--- src/design/lane_cfg.svh ---
`ifndef LANE_CFG_SVH
`define LANE_CFG_SVH

// Datapath width of the lane, one element per beat
`define LANE_ELEN 64

// Request tag carried along with every result
`define LANE_TAG_W 4

// Destination address of a result
`define LANE_ADDR_W 6

// Register stages in the multiplier
// Also the number of products that can be in flight
`define LANE_MUL_STAGES 3

`endif

--- src/design/lane_data_pkg.sv ---
`include "lane_cfg.svh"

package lane_data_pkg;

  ////////////////////////////////////////////////////////////////////////////
  // Payload types shared by the units and the write-back port
  ////////////////////////////////////////////////////////////////////////////

  // One element, as wide as the datapath
  typedef logic [`LANE_ELEN-1:0] elen_t;

  // One enable per byte of an element
  typedef logic [`LANE_ELEN/8-1:0] strb_t;

  // Tag of a request, echoed with its result
  typedef logic [`LANE_TAG_W-1:0] vid_t;

  // Where the result gets written
  typedef logic [`LANE_ADDR_W-1:0] waddr_t;

endpackage : lane_data_pkg

--- src/design/lane_op_pkg.sv ---
package lane_op_pkg;

  ////////////////////////////////////////////////////////////////////////////
  // Operation encodings
  ////////////////////////////////////////////////////////////////////////////

  // Integer ALU operations
  typedef enum logic [2:0] {
    ADD = 3'd0,
    SUB = 3'd1,
    AND = 3'd2,
    OR  = 3'd3,
    XOR = 3'd4
  } alu_op_e;

  // Low half or unsigned high half of the product
  typedef enum logic [0:0] {
    MUL_LO = 1'b0,
    MUL_HU = 1'b1
  } mul_op_e;

  // Sub-word width for SIMD add and subtract
  typedef enum logic [1:0] {
    EW8  = 2'd0,
    EW16 = 2'd1,
    EW32 = 2'd2,
    EW64 = 2'd3
  } ew_e;

  // Which unit produced a write-back
  typedef enum logic [0:0] {
    VFU_ALU = 1'b0,
    VFU_MUL = 1'b1
  } vfu_e;

endpackage : lane_op_pkg

--- src/design/lane_alu.sv ---
`timescale 1ns/1ps

module lane_alu import lane_data_pkg::*; import lane_op_pkg::*; (
  input  logic    clk_i,
  input  logic    rst_ni,
  // Request channel
  input  logic    alu_req_valid_i,
  output logic    alu_req_ready_o,
  input  alu_op_e alu_op_i,
  input  ew_e     alu_ew_i,
  input  elen_t   alu_a_i,
  input  elen_t   alu_b_i,
  input  strb_t   alu_be_i,
  input  vid_t    alu_id_i,
  input  waddr_t  alu_addr_i,
  // Result towards the write-back arbiter
  output logic    result_req_o,
  output vid_t    result_id_o,
  output waddr_t  result_addr_o,
  output elen_t   result_wdata_o,
  output strb_t   result_be_o,
  input  logic    result_gnt_i
);

  localparam int unsigned NrBytes = $bits(strb_t);

  ////////////////////////////////////////////////////////////////////////////
  // SIMD adder
  ////////////////////////////////////////////////////////////////////////////

  logic       is_sub;
  elen_t      b_op;
  strb_t      elem_start;
  logic       carry;
  logic [8:0] byte_sum;
  elen_t      sum;
  elen_t      alu_result;

  // Subtract as a + ~b + 1, the +1 injected at each element start
  assign is_sub = (alu_op_i == SUB);
  assign b_op   = is_sub ? ~alu_b_i : alu_b_i;

  // Bytes where a new element begins
  always_comb begin
    unique case (alu_ew_i)
      EW8:     elem_start = 8'hff;
      EW16:    elem_start = 8'h55;
      EW32:    elem_start = 8'h11;
      default: elem_start = 8'h01;
    endcase
  end

  // Byte-wise ripple, carry chain cut at element boundaries
  always_comb begin
    carry    = 1'b0;
    byte_sum = '0;
    sum      = '0;
    for (int i = 0; i < NrBytes; i++) begin
      if (elem_start[i]) begin
        carry = is_sub;
      end
      byte_sum = {1'b0, alu_a_i[8*i +: 8]} + {1'b0, b_op[8*i +: 8]} + {8'b0, carry};
      sum[8*i +: 8] = byte_sum[7:0];
      carry = byte_sum[8];
    end
  end

  always_comb begin
    unique case (alu_op_i)
      ADD, SUB: alu_result = sum;
      AND:      alu_result = alu_a_i & alu_b_i;
      OR:       alu_result = alu_a_i | alu_b_i;
      XOR:      alu_result = alu_a_i ^ alu_b_i;
      default:  alu_result = '0;
    endcase
  end

  ////////////////////////////////////////////////////////////////////////////
  // Result register
  ////////////////////////////////////////////////////////////////////////////

  logic   result_req_q;
  vid_t   result_id_q;
  waddr_t result_addr_q;
  elen_t  result_wdata_q;
  strb_t  result_be_q;
  logic   accept;

  // Free slot, or the held result leaves this cycle
  assign alu_req_ready_o = ~result_req_q | result_gnt_i;
  assign accept          = alu_req_valid_i & alu_req_ready_o;

  always_ff @(posedge clk_i or negedge rst_ni) begin
    if (!rst_ni) begin
      result_req_q <= 1'b0;
    end else if (accept) begin
      result_req_q <= 1'b1;
    end else if (result_gnt_i) begin
      result_req_q <= 1'b0;
    end
  end

  always_ff @(posedge clk_i) begin
    if (accept) begin
      result_id_q    <= alu_id_i;
      result_addr_q  <= alu_addr_i;
      result_wdata_q <= alu_result;
      result_be_q    <= alu_be_i;
    end
  end

  assign result_req_o   = result_req_q;
  assign result_id_o    = result_id_q;
  assign result_addr_o  = result_addr_q;
  assign result_wdata_o = result_wdata_q;
  assign result_be_o    = result_be_q;

endmodule : lane_alu

--- config.mk ---
export PLATFORM = sky130hd
export DESIGN_NAME = lane_alu
export DESIGN_NICKNAME = d
export VERILOG_FILES = /design/src/design/lane_data_pkg.sv /design/src/design/lane_op_pkg.sv /design/src/design/lane_alu.sv
export VERILOG_INCLUDE_DIRS = /design/src /design/src/design
export SDC_FILE = /design/constraint.sdc
export NUM_CORES = 1
export LEC_CHECK = 0
export ABC_AREA = 1
export BUFFER_PORTS_ARGS = -buffer_cell sky130_fd_sc_hd__buf_4
export CAP_MARGIN = 20
export CORE_MARGIN = 4
export CORE_UTILIZATION = 55
export CTS_CLUSTER_SIZE = 25
export DETAILED_ROUTE_END_ITERATION = 8
export PLACE_DENSITY = 0.9
export SYNTH_ARGS = -nofsm -noshare
export SYNTH_HDL_FRONTEND = slang
export SYNTH_SLANG_ARGS = --single-unit
--- constraint.sdc ---
create_clock -name clk_i -period 6.2 [get_ports clk_i]
set_input_delay 0.93 -clock clk_i [delete_from_list [all_inputs] [get_ports clk_i]]
set_output_delay 0.93 -clock clk_i [all_outputs]
set_load 0.1 [all_outputs]
[Word level (Yosys, flattened, before mapping)]
Index checks and enable logic that the tools add are counted.
Storage, ports and cells
  bits in registers: 83
  output and inout port bits: 84
  word-level logic and storage cells: 51
Operators by class
  add/sub/neg operators: 16
  equality and inequality tests: 6
  multiplexer cells: 13
  bitwise logic cells: 7
  reduce and logical (&&, ||, !) cells: 4
Operators with widths (count)
  $pmux W64 S4: 1
  $and A64 B64 Y64: 1
  $mux W64: 1
  $not A64 Y64: 1
  $or A64 B64 Y64: 1
  $xor A64 B64 Y64: 1
  $add A8 B8 Y9: 7
  $add A9 B1 Y9: 7
  $pmux W8 S3: 1
  $mux W1: 10
  $add A8 B1 Y8: 1
  $add A8 B8 Y8: 1
  $eq A3 B2 Y1 const B: 2
  $eq A3 B1 Y1 const B: 1
  $eq A3 B3 Y1 const B: 1
  $logic_not A3 Y1: 1
  $eq A2 B1 Y1 const B: 1
  $eq A2 B2 Y1 const B: 1
  $logic_not A2 Y1: 1
  $reduce_bool A2 Y1: 1
  $reduce_or A2 Y1: 1
  $and A1 B1 Y1: 1
  $not A1 Y1: 1
  $or A1 B1 Y1: 1

[Logic depth before layout (Yosys ltp)]
  word-level depth: 19
  mapped depth: 76
  mapped depth without buffers: 75

[Worst setup path after synthesis]
OpenSTA, ideal clock, no wires.
  kind: in2reg
  from: input alu_op_i[1]
  to: register result_wdata_q[62] (netlist: result_wdata_o[62]), data pin
  library setup time: 0.258 ns
  arrival: 11.832 ns
  setup slack: -5.890 ns
  stages: 75
  cell sequence: nor2_2 > nand2_1 > buf_2 > xor2_1 > ha_1 > nand2_1 > inv_1 > nand4_1 > nand3_1 > nand2_1 > nand2_1 > nand2_1 > nand2_1 > nand2_1 > inv_1 > fa_1 > fa_1 > a21oi_1 > [39 not listed] > o21ai_0 > inv_1 > fa_1 > fa_1 > nand4_1 > nand3_1 > nand2_1 > nand2_1 > nand2_1 > nand2_1 > nand2_1 > inv_1 > fa_1 > fa_1 > nand4_1 > o211ai_1 > o21ai_0 > nand2_1
On the way
  longest elaborated chain between the ends: 19
  elaborated cells on any way between the ends: 32
  those cells by class: add/sub (16); eq/ne (4); mux (10); reduce/logical (2)
Ends and longest elaborated chain
  start: declaration: line lane_alu.sv:9  | input alu_op_e alu_op_i,
  $eq A3 B1 Y1: line lane_alu.sv:40, lane_alu.sv:69
  $mux W64: line lane_alu.sv:41  | assign b_op = is_sub ? ~alu_b_i : alu_b_i;
  $add A8 B8 Y9: line lane_alu.sv:62  | byte_sum = {1'b0, alu_a_i[8*i +: 8]} + {1'b0, b_op[8*i +: 8]} + {8'b0, carry};
  $add A9 B1 Y9: line lane_alu.sv:62
  $mux W1: line lane_alu.sv:59  | if (elem_start[i]) begin
  $add A9 B1 Y9: line lane_alu.sv:62
  $mux W1: line lane_alu.sv:59
  $add A9 B1 Y9: line lane_alu.sv:62
  [4 not listed]
  $mux W1: line lane_alu.sv:59
  $add A9 B1 Y9: line lane_alu.sv:62
  $mux W1: line lane_alu.sv:59
  $add A9 B1 Y9: line lane_alu.sv:62
  $mux W1: line lane_alu.sv:59
  $add A8 B1 Y8: line lane_alu.sv:62
  $pmux W64 S4 (*): line lane_alu.sv:69  | unique case (alu_op_i)
  net alu_result[62]: line lane_alu.sv:37  | elen_t alu_result;
  end signal: assignment: line lane_alu.sv:107  | result_wdata_q <= alu_result;
  end: declaration: line lane_alu.sv:85  | elen_t result_wdata_q;
Mark *: on every way through the listed nets, which the timed path passes. The rest lies on a longest branch.
A chain may end at the register's enable or synchronous reset.

[Worst setup path in the final report]
  from: input alu_op_i[1]
  to: register result_wdata_q[38] (netlist: result_wdata_o[38]), data pin
On the way
  longest elaborated chain between the ends: 13
  elaborated cells on any way between the ends: 23
  those cells by class: add/sub (10); eq/ne (4); mux (7); reduce/logical (2)
Ends and longest elaborated chain (line)
  $eq A3 B1 Y1: lane_alu.sv:40, lane_alu.sv:69
  $mux W64: lane_alu.sv:41
  $add A8 B8 Y9: lane_alu.sv:62
  $add A9 B1 Y9: lane_alu.sv:62
  $mux W1: lane_alu.sv:59
  $add A9 B1 Y9: lane_alu.sv:62
  $mux W1: lane_alu.sv:59
  $add A9 B1 Y9: lane_alu.sv:62
  $mux W1: lane_alu.sv:59
  $add A9 B1 Y9: lane_alu.sv:62
  $mux W1: lane_alu.sv:59
  $add A9 B1 Y9: lane_alu.sv:62
  $pmux W64 S4 (*): lane_alu.sv:69
  net alu_result[38]: lane_alu.sv:37
Marked as above.

==> metrics.txt <==
Max Buffers Root-to-Sink=2; DR pass1 iterations=6; total length of routed wires=~34 mm; gpl congestion=0.890; part of the power in registers=between 20% and 30%; Setup TNS Final=-129.50 ns; crit-path max FO=7; hold_ws=around 0.33 ns; wire per inst=between 15 and 20 µm; unrepaired setup endpoints after global routing=true; Vias=10100; Crit. Startpoint=alu_op_i[1]; Worst Tran Pin Value=about 1.0 ns; Cell Pwr Density=191 mW/mm²; Syn Nets=roughly 1500; H-Tree Depth=3; Syn-to-layout area delta=45.5%; clk_lat worst skew=0.37 ns; fraction of layout cells with a size suffix above 1=between 30% and 40%; Psw=roughly 1.2 mW; Pleak=approximately 7.1 nW; Die W=between 100 and 150 µm; Core Area=about 0.017 mm²; Syn Area/Cell=8.36 µm²; Final period util=200%; Switching Fraction=~44%; Crit path max-delay family=buffers and inverters; CTS Buf Count=9; Initial DRC Count=approximately 860; Yosys cell types=36; Vias/cell=around 5.7; Final Non-Filler Cells=1764; number of diodes=0; Syn Std Cell Area=between 0.009 and 0.01 mm²; Hold Crit Class=in -> async; Critical path buffers and inverters=50; fin crit period=around 12 ns; global route total overflow=0; pin count of the biggest net entering global routing=between 60 and 70; clk_skew=~0.0097 ns; worst vdd rail ir drop=0.142 mV; initial core utilization=between 50% and 60%; setup violators final=39; first-pass GRT wire length=between 40 and 50 mm; Worst slew margin=a little under a third; nets=about 1900; Hold Violations, Final=0; Synth Instances=about 1100; failing checks=negative setup slack; # DRC=0; Slowest cell on crit path=fa_2; hpwl dp=20.9 mm; status=finished, violations left; die area=just under 0.02 mm²; post-route antenna net violation count=0; Pint=approximately 1.5 mW; cell repeated most along the worst path=buf_4; cell total after placement=roughly 1700; Tot Pwr=2.62 mW; Rows=47; fmax=~0.08 GHz; CP peak stage delay=roughly 0.45 ns; CTS tree=built; fin. max-slew vios=0; Total GRT Usage=31.0%; register area share after synthesis=about a quarter; initial antenna violation count=0; port bufs=approximately 240; fillers=~930; Data required, critical path=between 6 and 7 ns; CTS Sinks=a little over 80; maxcap violations=0; flop and latch count out of synthesis=83; critical path class=in -> reg; Setup WS post-layout=-6.18 ns; CP startpoint kind=primary input; Critical R2R Launch=result_req_o$_DFFE_PN0P_; IO Pins=~240; Root Driver=clkbuf_16; Die Span Y=around 140 µm; vias in the first global route=10200; Logic pwr share=between 50% and 60%; clock-pin slew on the worst setup and hold paths=0.07 ns; power share of the clock group=a little over a fifth; Yosys Warn Count=0; Critical Path End Type=register; post-place setup slack=-5.70 ns; crit path DAT=around 12 ns
## layout by cell type, fill, tap and decap left out, types with 5 or more instances in the layout
| cell | instances |
|---|---|
| a21o_1 | 5 |
| a21oi_1 | 34 |
| a21oi_2 | 8 |
| a21oi_4 | 6 |
| a221oi_1 | 7 |
| a221oi_2 | 14 |
| a22oi_1 | 9 |
| a22oi_2 | 6 |
| buf_4 | 419 |
| buf_6 | 14 |
| clkbuf_16 | 9 |
| edfxtp_1 | 82 |
| fa_2 | 15 |
| ha_1 | 183 |
| inv_1 | 198 |
| inv_2 | 9 |
| nand2_1 | 190 |
| nand2_2 | 13 |
| nand3_1 | 36 |
| nand3_2 | 19 |
| nand3_4 | 7 |
| nand4_1 | 20 |
| nor2_1 | 45 |
| o2111ai_1 | 6 |
| o2111ai_2 | 5 |
| o211ai_1 | 18 |
| o21a_1 | 8 |
| o21ai_0 | 18 |
| o21ai_1 | 15 |
| o21ai_2 | 12 |
| o21bai_1 | 7 |
| or2_2 | 8 |
| xor2_1 | 64 |
## cell type report
cell class	count	area, µm²	share of cell area, %
repair buffers	436	3350	24.5
inverters	207	777	5.69
flip-flops and latches	83	2490	18.2
multi-input cells	802	6480	47.5
well taps	220	275	2.01
clock buffers	9	225	1.65
clock inverters	7	65.1	0.476
## power by group through the flow
stage                     clock network [mW]  registers (mW)  logic [mW]
after floorplan                            0            1.02       0.462
after global placement                     0           0.705        1.11
after detailed placement                   0           0.706        1.16
after CTS                              0.561           0.694        1.21
after global routing                   0.592           0.698        1.45
final                                  0.565           0.695        1.36
## flip-flops by register name, indices dropped and copies added, names as in the netlist
name,cells
result_wdata_o,64
result_be_o,8
result_addr_o,6
result_id_o,4
result_req_o,1
## final timing paths
check / to / slack, ns / depth (start not counted)
setup / recovery: result_wdata_o[38]$_DFFE_PP_ / -6.18 / 91
hold / removal: result_req_o$_DFFE_PN0P_ / 0.33 / 1
setup reg to reg: result_wdata_o[6]$_DFFE_PP_ / 3.77 / 2
hold reg to reg: result_req_o$_DFFE_PN0P_ / 0.63 / 2
max in group asynchronous: result_req_o$_DFFE_PN0P_ / 5.79 / 1
min in group clk_i: result_req_o$_DFFE_PN0P_ / 0.63 / 2
## per-layer routing
layer	share of wire [%]	vias up	GRT usage, %
met2	51	605	57.9
met4	6.3	0	16.8
met3	8.0	165	4.59
met1	35	4735	33.6
li1	-	4596	-
met5	0	-	0
## Yosys cell counts (all sizes together)
library cell	instances	area (µm²)
inv	207	777
clkbuf	10	37.5
o211ai	18	135
edfxtp	82	2460
fa	15	300
or2	9	56.3
a21boi	4	30.0
nand4	20	125
a21oi	48	240
nand3	62	310
o211a	1	10.0
ha	183	2290
o21a	8	60.1
a221oi	21	272
o2111ai	11	96.3
nor2	49	186
a22oi	15	113
o21ai	47	235
nand2	204	766
o31a	2	17.5
xnor2	3	26.3
o21bai	7	52.6
dfrtp	1	25.0
nand3b	1	7.51
a211oi	1	7.51
a21o	5	37.5
buf	21	121
xor2	64	561
nor3	4	31.3
## what timing repair did
action                                  in CTS  in global routing
hold buffers                                 0                  0
resized for setup                           24                 97
endpoints found under the setup margin      33                 39
buffers inserted                            57                 24
pin swaps                                   22                 61
## metrics by stage
step | util [%] | cell area (µm²)
after global routing | 82.1 | 13700
after detailed placement | 74.0 | 12300
after CTS | 78.8 | 13100
final | 82.1 | 13700
after global placement | 74.0 | 12300
after floorplan | - | 9480
## worst reg2reg max path, cell delays in order, from the launching register on
cell and delay [ns]:
dfrtp_1 0.43, a21oi_4 0.83, buf_4 0.78
## kinds of logic (layout without fill, tap and decap cells)
| logic type | count (synthesis) | in the layout | share of synthesized area, % |
|---|---|---|---|
| flip-flops | 83 | 83 | 26.5 |
| buffers and inverters | 238 | 659 | 9.97 |
| AND/OR/NAND/NOR | 349 | 349 | 15.8 |
| XOR/XNOR | 67 | 67 | 6.25 |
| adder cells (fa/ha/maj) | 198 | 198 | 27.6 |
| AO/OA/AOI/OAI | 188 | 188 | 13.9 |
Note: power is estimated with default switching activity, not from simulation.
