===== config.mk =====
export PLATFORM = sky130hd
export DESIGN_NAME = lane_wb_arbiter
export DESIGN_NICKNAME = d
export VERILOG_FILES = /design/src/design/lane_data_pkg.sv /design/src/design/lane_op_pkg.sv /design/src/design/lane_wb_arbiter.sv
export VERILOG_INCLUDE_DIRS = /design/src /design/src/design
export SDC_FILE = /design/constraint.sdc
export NUM_CORES = 1
export LEC_CHECK = 0
export ABC_AREA = 1
export BUFFER_PORTS_ARGS = -buffer_cell sky130_fd_sc_hd__buf_2
export CELL_PAD_IN_SITES_DETAIL_PLACEMENT = 0
export CELL_PAD_IN_SITES_GLOBAL_PLACEMENT = 1
export CORE_MARGIN = 1
export CORE_UTILIZATION = 30
export DETAILED_ROUTE_END_ITERATION = 12
export PLACE_DENSITY = 0.88
export SKIP_CTS_REPAIR_TIMING = 1
export SLEW_MARGIN = 20
export SYNTH_ARGS = -nofsm -noshare
export SYNTH_HDL_FRONTEND = slang
export SYNTH_SLANG_ARGS = --single-unit
export TNS_END_PERCENT = 100

===== constraint.sdc =====
create_clock -name clk_i -period 4.4 [get_ports clk_i]
set_clock_uncertainty 0.2 [all_clocks]
set_input_delay 0.44 -clock clk_i [delete_from_list [all_inputs] [get_ports clk_i]]
set_output_delay 0.44 -clock clk_i [all_outputs]
set_load 0.005 [all_outputs]

===== src/design/lane_cfg.svh =====
`ifndef LANE_CFG_SVH
`define LANE_CFG_SVH

// Datapath width of the lane, one element per beat
`define LANE_ELEN 64

// Request tag carried along with every result
`define LANE_TAG_W 4

// Destination address of a result
`define LANE_ADDR_W 6

// Register stages in the multiplier
// Also the number of products that can be in flight
`define LANE_MUL_STAGES 3

`endif


===== src/design/lane_data_pkg.sv =====
`include "lane_cfg.svh"

package lane_data_pkg;

  ////////////////////////////////////////////////////////////////////////////
  // Payload types shared by the units and the write-back port
  ////////////////////////////////////////////////////////////////////////////

  // One element, as wide as the datapath
  typedef logic [`LANE_ELEN-1:0] elen_t;

  // One enable per byte of an element
  typedef logic [`LANE_ELEN/8-1:0] strb_t;

  // Tag of a request, echoed with its result
  typedef logic [`LANE_TAG_W-1:0] vid_t;

  // Where the result gets written
  typedef logic [`LANE_ADDR_W-1:0] waddr_t;

endpackage : lane_data_pkg


===== src/design/lane_op_pkg.sv =====
package lane_op_pkg;

  ////////////////////////////////////////////////////////////////////////////
  // Operation encodings
  ////////////////////////////////////////////////////////////////////////////

  // Integer ALU operations
  typedef enum logic [2:0] {
    ADD = 3'd0,
    SUB = 3'd1,
    AND = 3'd2,
    OR  = 3'd3,
    XOR = 3'd4
  } alu_op_e;

  // Low half or unsigned high half of the product
  typedef enum logic [0:0] {
    MUL_LO = 1'b0,
    MUL_HU = 1'b1
  } mul_op_e;

  // Sub-word width for SIMD add and subtract
  typedef enum logic [1:0] {
    EW8  = 2'd0,
    EW16 = 2'd1,
    EW32 = 2'd2,
    EW64 = 2'd3
  } ew_e;

  // Which unit produced a write-back
  typedef enum logic [0:0] {
    VFU_ALU = 1'b0,
    VFU_MUL = 1'b1
  } vfu_e;

endpackage : lane_op_pkg


===== src/design/lane_wb_arbiter.sv =====
`timescale 1ns/1ps

module lane_wb_arbiter import lane_data_pkg::*; import lane_op_pkg::*; (
  input  logic   clk_i,
  input  logic   rst_ni,
  // ALU result
  input  logic   alu_req_i,
  input  vid_t   alu_id_i,
  input  waddr_t alu_addr_i,
  input  elen_t  alu_wdata_i,
  input  strb_t  alu_be_i,
  output logic   alu_gnt_o,
  // Multiplier result
  input  logic   mul_req_i,
  input  vid_t   mul_id_i,
  input  waddr_t mul_addr_i,
  input  elen_t  mul_wdata_i,
  input  strb_t  mul_be_i,
  output logic   mul_gnt_o,
  // Write-back port
  output logic   wb_valid_o,
  output vfu_e   wb_src_o,
  output vid_t   wb_id_o,
  output waddr_t wb_addr_o,
  output elen_t  wb_data_o,
  output strb_t  wb_be_o,
  input  logic   wb_ready_i
);

  logic   wb_valid_q;
  vfu_e   wb_src_q;
  vid_t   wb_id_q;
  waddr_t wb_addr_q;
  elen_t  wb_data_q;
  strb_t  wb_be_q;

  // Unit granted most recently
  vfu_e last_q;
  logic load;

  // Output stage can take a new entry
  assign load = ~wb_valid_q | wb_ready_i;

  // On contention the unit that did not win last time goes first
  assign alu_gnt_o = load & alu_req_i & (~mul_req_i | (last_q == VFU_MUL));
  assign mul_gnt_o = load & mul_req_i & (~alu_req_i | (last_q == VFU_ALU));

  always_ff @(posedge clk_i or negedge rst_ni) begin
    if (!rst_ni) begin
      wb_valid_q <= 1'b0;
      last_q     <= VFU_MUL;
    end else begin
      if (load) begin
        wb_valid_q <= alu_gnt_o | mul_gnt_o;
      end
      if (alu_gnt_o) begin
        last_q <= VFU_ALU;
      end else if (mul_gnt_o) begin
        last_q <= VFU_MUL;
      end
    end
  end

  always_ff @(posedge clk_i) begin
    if (alu_gnt_o) begin
      wb_src_q  <= VFU_ALU;
      wb_id_q   <= alu_id_i;
      wb_addr_q <= alu_addr_i;
      wb_data_q <= alu_wdata_i;
      wb_be_q   <= alu_be_i;
    end else if (mul_gnt_o) begin
      wb_src_q  <= VFU_MUL;
      wb_id_q   <= mul_id_i;
      wb_addr_q <= mul_addr_i;
      wb_data_q <= mul_wdata_i;
      wb_be_q   <= mul_be_i;
    end
  end

  assign wb_valid_o = wb_valid_q;
  assign wb_src_o   = wb_src_q;
  assign wb_id_o    = wb_id_q;
  assign wb_addr_o  = wb_addr_q;
  assign wb_data_o  = wb_data_q;
  assign wb_be_o    = wb_be_q;

endmodule : lane_wb_arbiter


# After elaboration in Yosys (flattened, before gate mapping)
# Index checks and enable logic that the tools add are counted.
[word_totals]
wordCells = 30
in_bits = 169
regBits = 85
[op_classes]
n_bitwise = 12
n_mux = 10
n_reduce_logical = 1
[op_table]
columns = ["op", "n"]
rows = [
  ["$mux W64", 2],
  ["$mux W8", 2],
  ["$mux W6", 2],
  ["$mux W4", 2],
  ["$and A1 B1 Y1", 4],
  ["$not A1 Y1", 4],
  ["$or A1 B1 Y1", 4],
  ["$mux W1", 2],
  ["$reduce_bool A2 Y1", 1],
]

# Longest topological paths before layout
# Gate-level depths: netlist of the first run.
[depth]
word_depth = 6
depth_mapped = 7
mapped_depth_nobuf = 6

# Worst setup path before layout of the first run
# Ideal clock, no wire load.
[synth_path]
path_kind = "flip-flop to flip-flop"
from = "register last_q"
to = "register wb_addr_q[0] (netlist: wb_addr_o[0]) (enable)"
path_slack_ns = 0.981
synth_period_minus_slack_ns = 3.419
path_buffers = 2
required_time_ns = 3.757
path_stages_with_launch = 7
arrival_time_ns = 2.776
setup_time_ns = 0.443
cell_sequence = "dfstp_2 > inv_2 > nand2_1 > nand3_2 > buf_6 > buf_6 > nand2_1"
[synth_via]
elab_chain_cells = 4
elab_cells_between_ends = 6
[synth_rtl]
columns = ["item", "line", "source"]
rows = [
  ["start, declared", "lane_wb_arbiter.sv:38", "vfu_e last_q;"],
  ["start signal, assigned", "lane_wb_arbiter.sv:51", "last_q <= VFU_MUL;"],
  ["start signal, assigned", "lane_wb_arbiter.sv:57", "last_q <= VFU_ALU;"],
  ["start signal, assigned", "lane_wb_arbiter.sv:59", "last_q <= VFU_MUL;"],
  ["$not A1 Y1", "lane_wb_arbiter.sv:46", "assign mul_gnt_o = load & mul_req_i & (~alu_req_i | (last_q == VFU_ALU));"],
  ["$or A1 B1 Y1", "lane_wb_arbiter.sv:46", ""],
  ["$and A1 B1 Y1", "lane_wb_arbiter.sv:46", ""],
  ["$reduce_bool A2 Y1 (no source line) *", "n/a", ""],
  ["end signal, assigned", "lane_wb_arbiter.sv:68", "wb_addr_q <= alu_addr_i;"],
  ["end signal, assigned", "lane_wb_arbiter.sv:74", "wb_addr_q <= mul_addr_i;"],
  ["end, declared", "lane_wb_arbiter.sv:33", "waddr_t wb_addr_q;"],
]
# Mark *: on every way between the ends. The rest lies on a longest branch, timed or not.
# A chain may end at the register's enable or synchronous reset.

# Worst setup path after layout of the first run
[layout_path]
from = "input port alu_req_i"
to = "output port alu_gnt_o"
[layout_via]
elab_chain_cells = 2
[layout_rtl]
columns = ["item", "line", "source"]
rows = [
  ["start, declared", "lane_wb_arbiter.sv:7", "input logic alu_req_i,"],
  ["$and A1 B1 Y1 (2 in a row)", "lane_wb_arbiter.sv:45", "assign alu_gnt_o = load & alu_req_i & (~mul_req_i | (last_q == VFU_MUL));"],
  ["end, declared", "lane_wb_arbiter.sv:12", "output logic alu_gnt_o,"],
]
# No other way between the ends.

==> run_results.csv, run 1 <==
group,metric,value,unit
layout,syn_to_final_growth,41.4,%
grt,grt_max_degree,87,
setup_path,endpoint_kind,"output pin",
setup_path,ff2ff_path_depth,5,
clocking,clock-sinks,85,
placement,place_ws,1.61,ns
pwr,peakVddDrop,0.000160,V
logic_synthesis,syn_nets,553,
sta,setup_viol,0,
logic_synthesis,synth.distinct_cells,15,
clocking,numCtsBuffers,9,
logic_synthesis,netlist_area,0.00396,mm2
setup_path,crit_type,"input pin to output pin",
sta,drv_slew,0,
detailed_routing,via_count,3806,
logic_synthesis,synth-seq-cells,85,
worst_hold_path,hold_depth,3,
setup_path,timing.rr.start,"last_q$_DFFE_PN1P_",
detailed_routing,wirelength,11800,um
detailed_routing,drt_first_pass_iters,4,
detailed_routing,postRouteAntennaNets,0,
detailed_routing,route.detailed.drc,0,
clocking,cts_tree,"yes",
setup_path,path_max_fanout,86,
sta,fin_tns_setup,0,ns
logic_synthesis,synth_area_per_cell,10.3,um2
sta,whs,0.169,ns
die,core,0.0128,mm2
layout,multiInputGateArea,0.00121,mm2
setup_path,rrSetupSlack,2.26,ns
clocking,cts-root-buf,"clkbuf_16",
worst_hold_path,hold_path_class,"input pin to flop",
sta,hold_violations,0,
sta,rsz0062_at_grt,"no",
sta,tightest_slew,0.889,ns
grt,antenna_found_initial,1,
clocking,path_clk_slew,0.06,ns
grt,grt.total_usage,16.7,%
sta,slew_headroom,40.7,%
setup_path,cp_data_required_time,3.76,ns
sta,setup_ws,1.78,ns
worst_hold_path,whs_endpoint,"wb_data_o[13]$_DFFE_PP_",
setup_path,critPathMaxStageDelay,0.70,ns
detailed_routing,drt_iter0_markers,213,
pwr,power,2.51,mW
clocking,h-tree-depth,3,
die,die_y,117,um
layout,nFillCells,1253,
clocking,clk_latency,0.33,ns
run,cap_violations,0,
placement,gp_congestion,0.789,
detailed_routing,drt-vias-per-instance,4.78,
grt,grt_pass1_vias,3608,
setup_path,r2r-end,"wb_id_o[2]$_DFFE_PP_",
logic_synthesis,ys.warnings.count,0,
placement,io_buffer_count,254,
pwr,p_per_area,449,mW/mm2
sta,fin_crit_sh,59.6,%
layout,ff_latch_area,0.00253,mm2
pwr,p_leak,2.79,nW
setup_path,crit_path_frequent_cell,"buf_2",
logic_synthesis,yosysSeqAreaShare,63.9,%
layout,fin_util,43.9,%
clocking,clk_path_buf_depth,2,
detailed_routing,avgRoutedWirePerCell,14.8,um
die,fp.dieW,117,um
die,fp.dieArea,0.0137,mm2
die,start_util,31.0,%
setup_path,cpMaxStageDelayCell,"buf_4",
setup_path,startpoint_type,"input pin",
setup_path,path_cells,"buf_2, nand3_4, buf_4, inv_1, buf_2",
grt,grt_pass1_wl,17600,um
sta,finalCriticalPeriod,2.62,ns
grt,gr-total-overflow,0,
worst_hold_path,holdCritStartpoint,"mul_wdata_i[13]",
run_status,status,"finished clean",
die,pin_count,255,
sta,fmax,381,MHz
die,rows,41,
placement,place.detailed.hpwl,8160,um
setup_path,cp.arrival,1.98,ns
layout,nNetsFinal,787,
logic_synthesis,synthCells,384,
layout,drive_above_1_share,44.8,%
synthesized netlist by cell type:
cell type | n | area, um2
nand2_1 | 171 | 642
nand4_1 | 82 | 513
inv_1 | 4 | 15.0
dfxtp_1 | 1 | 20.0
dfstp_2 | 1 | 26.3
dfrtp_1 | 1 | 25.0
nand3_1 | 2 | 10.0
nand2_2 | 1 | 6.26
clkbuf_1 | 1 | 3.75
nand3_2 | 1 | 10.0
buf_4 | 9 | 67.6
inv_2 | 2 | 7.51
buf_2 | 22 | 110
buf_6 | 4 | 45.0
edfxtp_1 | 82 | 2460
cell families after synthesis:
logic type	synth area share, %
buf+inv	6.28
flops	63.9
simple gates	29.8
critical path: cells and delay by family:
family | cells | cell delay, ns
buf+inv | 4 | 1.29
simple gates | 1 | 0.24
through the flow:
| stage | area [um2] | instances |
|---|---|---|
| after floorplan | 3960 | 384 |
| after global placement | 5270 | 778 |
| after detailed placement | 5270 | 778 |
| after CTS | 5590 | 794 |
| after global routing | 5600 | 795 |
| final | 5610 | 796 |
metal layers:
metal	track usage (%)	routed length, um	up-vias
met4	6.75	233	0
li1	-	-	1837
met3	3.35	860	19
met5	0	0	-
met2	29.7	6180	174
met1	19.9	4510	1776
registers in the layout, summed over array words and instances, names as in the netlist:
register and cells:
wb_data_o 64, wb_be_o 8, wb_addr_o 6, wb_id_o 4
last_q 1, wb_src_o 1, wb_valid_o 1
cells in the final DEF, fill, tap and decap left out:
| cell | n |
|---|---|
| nand3_4 | 1 |
| clkinvlp_4 | 1 |
| buf_2 | 254 |
| clkinv_1 | 2 |
| dfrtp_1 | 1 |
| dlygate4sd3_1 | 1 |
| nand2_8 | 1 |
| inv_6 | 1 |
| clkinv_2 | 1 |
| inv_1 | 4 |
| nand3_1 | 2 |
| clkbuf_16 | 9 |
| edfxtp_1 | 82 |
| buf_4 | 4 |
| nand2_2 | 2 |
| diode_2 | 1 |
| dfxtp_1 | 1 |
| nand4_1 | 82 |
| nand2_1 | 169 |
| dfstp_2 | 1 |
| inv_2 | 2 |
| bufinv_16 | 2 |
area by class of cell:
cell class	count	area share, %
antenna	1	0.0446
tap	172	3.84
clock buffer	9	4.02
multi-input combinational	257	21.5
clock inverter	7	1.58
timing repair buffer	259	23.4
sequential	85	45.2
inverter	6	0.402
worst max-delay path by stage:
stage | endpoint | startpoint | cells past startpoint
6_report | alu_gnt_o | alu_req_i | 5
5_1_grt | alu_gnt_o | alu_req_i | 5
4_1_cts | alu_gnt_o | alu_req_i | 5
3_5_place_dp | wb_data_o[20]$_DFFE_PP_ | alu_req_i | 4
3_3_place_gp | wb_data_o[20]$_DFFE_PP_ | alu_req_i | 4
2_1_floorplan | wb_addr_o[0]$_DFFE_PP_ | last_q$_DFFE_PN1P_ | 6
power breakdown:
group          switching (mW)  internal (mW)
clock                   0.307          0.494
combinational           0.359          0.217
sequential             0.0396           1.10
total                   0.706           1.81
(Power assumes the default switching activity.)
==> run 2, diff against run 1 <==
--- a/config.mk
+++ b/config.mk
@@ -6,12 +6,12 @@
 export SDC_FILE = /design/constraint.sdc
 export NUM_CORES = 1
 export LEC_CHECK = 0
-export ABC_AREA = 1
+export ABC_AREA = 0
 export BUFFER_PORTS_ARGS = -buffer_cell sky130_fd_sc_hd__buf_2
 export CELL_PAD_IN_SITES_DETAIL_PLACEMENT = 0
 export CELL_PAD_IN_SITES_GLOBAL_PLACEMENT = 1
 export CORE_MARGIN = 1
-export CORE_UTILIZATION = 30
+export CORE_UTILIZATION = 32
 export DETAILED_ROUTE_END_ITERATION = 12
 export PLACE_DENSITY = 0.88
 export SKIP_CTS_REPAIR_TIMING = 1
==> constraint.sdc (replaced) <==
create_clock -name clk_i -period 2.7 [get_ports clk_i]
set_clock_uncertainty 0.2 [all_clocks]
set_input_delay 0.27 -clock clk_i [delete_from_list [all_inputs] [get_ports clk_i]]
set_output_delay 0.27 -clock clk_i [all_outputs]
set_load 0.005 [all_outputs]
==> run_results.csv, run 2 <==
group,metric,value,unit
setup_path,cp_data_required_time,2.23,ns
setup_path,endpoint_kind,"output pin",
die,start_util,32.8,%
grt,grt_max_degree,83,
setup_path,ff2ff_path_depth,4,
detailed_routing,via_count,2636,
run,cap_violations,0,
logic_synthesis,syn_nets,356,
placement,io_buffer_count,254,
grt,gr-total-overflow,0,
setup_path,cp.arrival,1.70,ns
layout,nNetsFinal,617,
clocking,path_clk_slew,0.06,ns
sta,rsz0062_at_grt,"no",
setup_path,crit_start,"mul_req_i",
sta,drv_slew,0,
grt,grt_pass1_wl,11800,um
worst_hold_path,holdCritStartpoint,"alu_req_i",
sta,setup_viol,0,
logic_synthesis,synth.distinct_cells,16,
worst_hold_path,hold_depth,3,
clocking,clk_path_buf_depth,2,
clocking,cts-root-buf,"clkbuf_16",
placement,gp_congestion,0.768,
worst_hold_path,hold_path_class,"input pin to flop",
run_status,status,"finished clean",
die,die_y,110,um
layout,drive_above_1_share,78.1,%
setup_path,crit_type,"input pin to output pin",
clocking,numCtsBuffers,9,
sta,finalCriticalPeriod,2.17,ns
worst_hold_path,whs_endpoint,"wb_valid_o$_DFFE_PN0N_",
logic_synthesis,synth_most_common_cell,"edfxtp_1",
logic_synthesis,async_reset_ff_share,2.35,%
logic_synthesis,ys.warnings.count,0,
logic_synthesis,ys_top_cells_by_count,"82 x edfxtp_1, 46 x mux2_2, 36 x mux2_4, 5 x buf_6, 4 x buf_2",
die,core,0.0114,mm2
sta,fin_crit_sh,80.2,%
sta,slew_headroom,70.5,%
setup_path,path_max_fanout,20,
placement,place_ws,0.772,ns
logic_synthesis,yosysSeqAreaShare,67.9,%
detailed_routing,avgRoutedWirePerCell,14.1,um
logic_synthesis,yosys.area.top_type_share,66.0,%
sta,fin_tns_setup,0,ns
die,fp.dieArea,0.0121,mm2
clocking,cts_tree,"yes",
grt,antenna_found_initial,0,
pwr,peakVddDrop,0.000254,V
die,pin_count,255,
detailed_routing,route.detailed.drc,0,
setup_path,timing.rr.start,"wb_valid_o$_DFFE_PN0N_",
grt,grt_pass1_vias,2559,
logic_synthesis,synthTopCellsByArea,"edfxtp_1 66%, mux2_4 14%, mux2_2 14%",
layout,layout_commonest_cell,"buf_2",
layout,largest_register_ff_count,64,
logic_synthesis,synthCells,187,
sta,setup_ws,0.533,ns
sta,hold_violations,0,
layout,syn_to_final_growth,46.6,%
layout,diodes,0,
setup_path,r2r-end,"wb_addr_o[0]$_DFFE_PP_",
placement,place.detailed.hpwl,6460,um
logic_synthesis,synth-seq-cells,85,
layout,final_cell_mix,"254 x buf_2, 82 x edfxtp_1, 46 x mux2_2, 36 x mux2_4, 9 x clkbuf_16",
detailed_routing,drt_first_pass_iters,6,
logic_synthesis,yosysTopAreaCell,"edfxtp_1",
die,rows,39,
clocking,h-tree-depth,3,
sta,tightest_slew,0.443,ns
detailed_routing,wirelength,8410,um
clocking,clk_latency,0.32,ns
detailed_routing,drt_iter0_markers,95,
setup_path,startpoint_type,"input pin",
sta,fmax,462,MHz
logic_synthesis,synth_area_per_cell,20.0,um2
detailed_routing,postRouteAntennaNets,0,
logic_synthesis,synthFlopType,"edfxtp_1",
die,fp.dieW,110,um
pwr,p_leak,2.54,nW
grt,grt.total_usage,13.3,%
clocking,clock-sinks,85,
pwr,p_per_area,630,mW/mm2
logic_synthesis,synth_edf_count,82,
setup_path,rrSetupSlack,0.81,ns
detailed_routing,drt-vias-per-instance,4.42,
logic_synthesis,netlist_area,0.00373,mm2
## run 2: cell count changes in the layout (fill, tap and decap cells not counted), sizes merged, moves of 2 or more
cell	before	now
nand2	172	2
nand3	3	1
nand4	82	0
nand2b	0	3
inv	7	1
mux2	0	82
## run 2: cell families (layout without fill, tap and decap cells)
logic type | count (synthesis) | in the layout | synth area share (%)
compound gates | 2 | 2 | 0.402
buf+inv | 10 | 276 | 2.14
flops | 85 | 85 | 67.9
simple gates | 8 | 8 | 1.24
mux | 82 | 82 | 28.4
## run 2: worst max-delay path by stage
stage | to | slack [ns]
6_report | alu_gnt_o | 0.53
5_1_grt | alu_gnt_o | 0.44
4_1_cts | alu_gnt_o | 0.62
3_5_place_dp | wb_data_o[5]$_DFFE_PP_ | 0.77
3_3_place_gp | wb_addr_o[5]$_DFFE_PP_ | 0.81
2_1_floorplan | wb_addr_o[0]$_DFFE_PP_ | 0.06
## run 2: metrics by stage
stage / power (mW) / hold slack (ns) / util [%] / std cells / instance area (um2)
2_1_floorplan: 2.00 / -0.226 / - / 187 / 3740
3_3_place_gp: 2.28 / -0.141 / 45.5 / 578 / 5170
3_5_place_dp: 2.31 / -0.140 / 45.5 / 578 / 5170
4_1_cts: 3.49 / -0.495 / 48.0 / 594 / 5450
5_1_grt: 3.60 / 0.0244 / 48.1 / 596 / 5470
6_report: 3.45 / 0.00905 / 48.1 / 596 / 5470
## run 2: routing by layer
layer	GRT usage, %	part of all wire [%]	vias to the layer above
met2	25.2	54	152
met5	0	0	-
li1	-	-	1247
met1	12.9	34	1225
met4	6.29	1.8	0
met3	4.53	10	12
## run 2: area by class of cell
cell class | instances | area, um2
flip-flops and latches | 85 | 2530
multi-input cells | 92 | 1130
repair buffers | 259 | 1340
well taps | 143 | 179
inverters | 1 | 3.75
fillers | 1038 | 5900
clock buffers | 10 | 229
clock inverters | 6 | 53.8
## run 2: critical path: stages
cell,delay (ns)
dlygate4sd3_1,0.53
buf_2,0.12
nand2b_1,0.09
nand3_4,0.13
buf_4,0.34
inv_1,0.07
buf_2,0.13
## run 2: where the power goes
group	internal (mW)	total (mW)	switching (mW)
clock	0.706	1.18	0.475
combinational	0.339	0.591	0.252
sequential	1.64	1.67	0.0337
==> run 3, diff against run 2 <==
--- a/config.mk
+++ b/config.mk
@@ -11,9 +11,9 @@
 export CELL_PAD_IN_SITES_DETAIL_PLACEMENT = 0
 export CELL_PAD_IN_SITES_GLOBAL_PLACEMENT = 1
 export CORE_MARGIN = 1
-export CORE_UTILIZATION = 32
+export CORE_UTILIZATION = 29
 export DETAILED_ROUTE_END_ITERATION = 12
-export PLACE_DENSITY = 0.88
+export PLACE_DENSITY = 0.85
 export SKIP_CTS_REPAIR_TIMING = 1
 export SLEW_MARGIN = 20
 export SYNTH_ARGS = -nofsm -noshare
==> constraint.sdc (replaced) <==
create_clock -name clk_i -period 1.8 [get_ports clk_i]
set_clock_uncertainty 0.2 [all_clocks]
set_input_delay 0.18 -clock clk_i [delete_from_list [all_inputs] [get_ports clk_i]]
set_output_delay 0.18 -clock clk_i [all_outputs]
set_load 0.005 [all_outputs]
==> run_results.csv, run 3 <==
group,metric,value,unit
run_status,stop_error,"[ERROR RSZ-0060] Max buffer count reached.",
placement,place_ws,-0.00171,ns
die,pin_count,255,
logic_synthesis,synth_most_common_cell,"edfxtp_1",
logic_synthesis,yosys.area.top_type_share,66.0,%
logic_synthesis,synth_edf_count,82,
placement,io_buffer_count,254,
logic_synthesis,synth-seq-cells,85,
logic_synthesis,yosysTopAreaCell,"edfxtp_1",
clocking,numCtsBuffers,9,
placement,gp_congestion,0.708,
clocking,cts-root-buf,"clkbuf_16",
logic_synthesis,synth.distinct_cells,16,
logic_synthesis,synthTopCellsByArea,"edfxtp_1 66%, mux2_4 14%, mux2_2 14%",
die,rows,41,
placement,place.detailed.hpwl,6750,um
clocking,h-tree-depth,3,
clocking,clk_path_buf_depth,2,
logic_synthesis,async_reset_ff_share,2.35,%
run_status,status,"did not finish",
logic_synthesis,netlist_area,0.00373,mm2
clocking,clock-sinks,85,
grt,grt_max_degree,43,
logic_synthesis,yosysSeqAreaShare,67.9,%
logic_synthesis,syn_nets,356,
logic_synthesis,synth_area_per_cell,20.0,um2
die,fp.dieW,115,um
sta,worstEndpointType,"register data pin",
logic_synthesis,ys.warnings.count,0,
run_status,stop_stage,"global routing (5_1_grt)",
die,die_y,115,um
logic_synthesis,ys_top_cells_by_count,"82 x edfxtp_1, 46 x mux2_2, 36 x mux2_4, 5 x buf_6, 4 x buf_2",
die,start_util,29.7,%
sta,grt-worst-endpoint,"wb_data_o[48]$_DFFE_PP_/D",
logic_synthesis,synthCells,187,
logic_synthesis,synthFlopType,"edfxtp_1",
## run 3: cell counts after synthesis
No cell type changed its count.
## run 3: stage by stage
stage / setup TNS [ns] / utilization (%) / cells / instance area [um2]
2_1_floorplan: -31.02 / - / 187 / 3760
3_5_place_dp: -0.00171 / 41.9 / 611 / 5270
3_3_place_gp: 0 / 41.9 / 611 / 5270
4_1_cts: -0.165 / 44.4 / 626 / 5570
## run 3: logic make-up after synthesis
logic type,Yosys count,synth area share (%)
mux,82,28.4
buf+inv,10,2.14
compound gates,2,0.402
simple gates,8,1.24
flops,85,67.9
==> run 4, diff against run 3 <==
--- a/config.mk
+++ b/config.mk
@@ -8,12 +8,10 @@
 export LEC_CHECK = 0
 export ABC_AREA = 0
 export BUFFER_PORTS_ARGS = -buffer_cell sky130_fd_sc_hd__buf_2
-export CELL_PAD_IN_SITES_DETAIL_PLACEMENT = 0
-export CELL_PAD_IN_SITES_GLOBAL_PLACEMENT = 1
 export CORE_MARGIN = 1
-export CORE_UTILIZATION = 29
+export CORE_UTILIZATION = 25
 export DETAILED_ROUTE_END_ITERATION = 12
-export PLACE_DENSITY = 0.85
+export PLACE_DENSITY_LB_ADDON = 0.15
 export SKIP_CTS_REPAIR_TIMING = 1
 export SLEW_MARGIN = 20
 export SYNTH_ARGS = -nofsm -noshare
==> constraint.sdc (replaced) <==
create_clock -name clk_i -period 2.34 [get_ports clk_i]
set_clock_uncertainty 0.2 [all_clocks]
set_input_delay 0.234 -clock clk_i [delete_from_list [all_inputs] [get_ports clk_i]]
set_output_delay 0.234 -clock clk_i [all_outputs]
set_load 0.005 [all_outputs]
==> run_results.csv, run 4 <==
group,metric,value,unit
logic_synthesis,synth_area_per_cell,20.0,um2
logic_synthesis,synth-seq-cells,85,
logic_synthesis,yosysTopAreaCell,"edfxtp_1",
placement,place_ws,0.446,ns
die,rows,44,
clocking,clock-sinks,85,
die,fp.dieW,124,um
logic_synthesis,ys.warnings.count,0,
logic_synthesis,synth_edf_count,82,
clocking,numCtsBuffers,9,
placement,place.detailed.hpwl,6670,um
clocking,cts-root-buf,"clkbuf_16",
placement,gp_congestion,0.684,
logic_synthesis,async_reset_ff_share,2.35,%
grt,grt_max_degree,47,
clocking,clk_path_buf_depth,2,
clocking,h-tree-depth,3,
logic_synthesis,ys_top_cells_by_count,"82 x edfxtp_1, 46 x mux2_2, 36 x mux2_4, 5 x buf_6, 4 x buf_2",
run_status,status,"did not finish",
run_status,stop_error,"[ERROR RSZ-0060] Max buffer count reached.",
logic_synthesis,synthTopCellsByArea,"edfxtp_1 66%, mux2_4 14%, mux2_2 14%",
logic_synthesis,netlist_area,0.00373,mm2
die,pin_count,255,
logic_synthesis,syn_nets,356,
logic_synthesis,yosysSeqAreaShare,67.9,%
die,start_util,25.7,%
logic_synthesis,synthCells,187,
placement,dp.cells,620,
logic_synthesis,synthFlopType,"edfxtp_1",
logic_synthesis,synth_most_common_cell,"edfxtp_1",
run_status,stop_stage,"global routing (5_1_grt)",
logic_synthesis,yosys.area.top_type_share,66.0,%
die,die_y,124,um
logic_synthesis,synth.distinct_cells,16,
placement,io_buffer_count,254,
run 4: cell counts after synthesis:
No cell type changed its count.
run 4: cell families after synthesis:
| group | count (synthesis) | synth area share, % |
|---|---|---|
| flip-flops | 85 | 67.9 |
| multiplexers | 82 | 28.4 |
| buffers and inverters | 10 | 2.14 |
| AND/OR/NAND/NOR | 8 | 1.24 |
| AO/OA/AOI/OAI | 2 | 0.402 |
run 4: stage by stage:
step	utilization, %	cell area, um2
after global placement	36.1	5250
after CTS	38.3	5570
after floorplan	-	3740
after detailed placement	36.1	5250
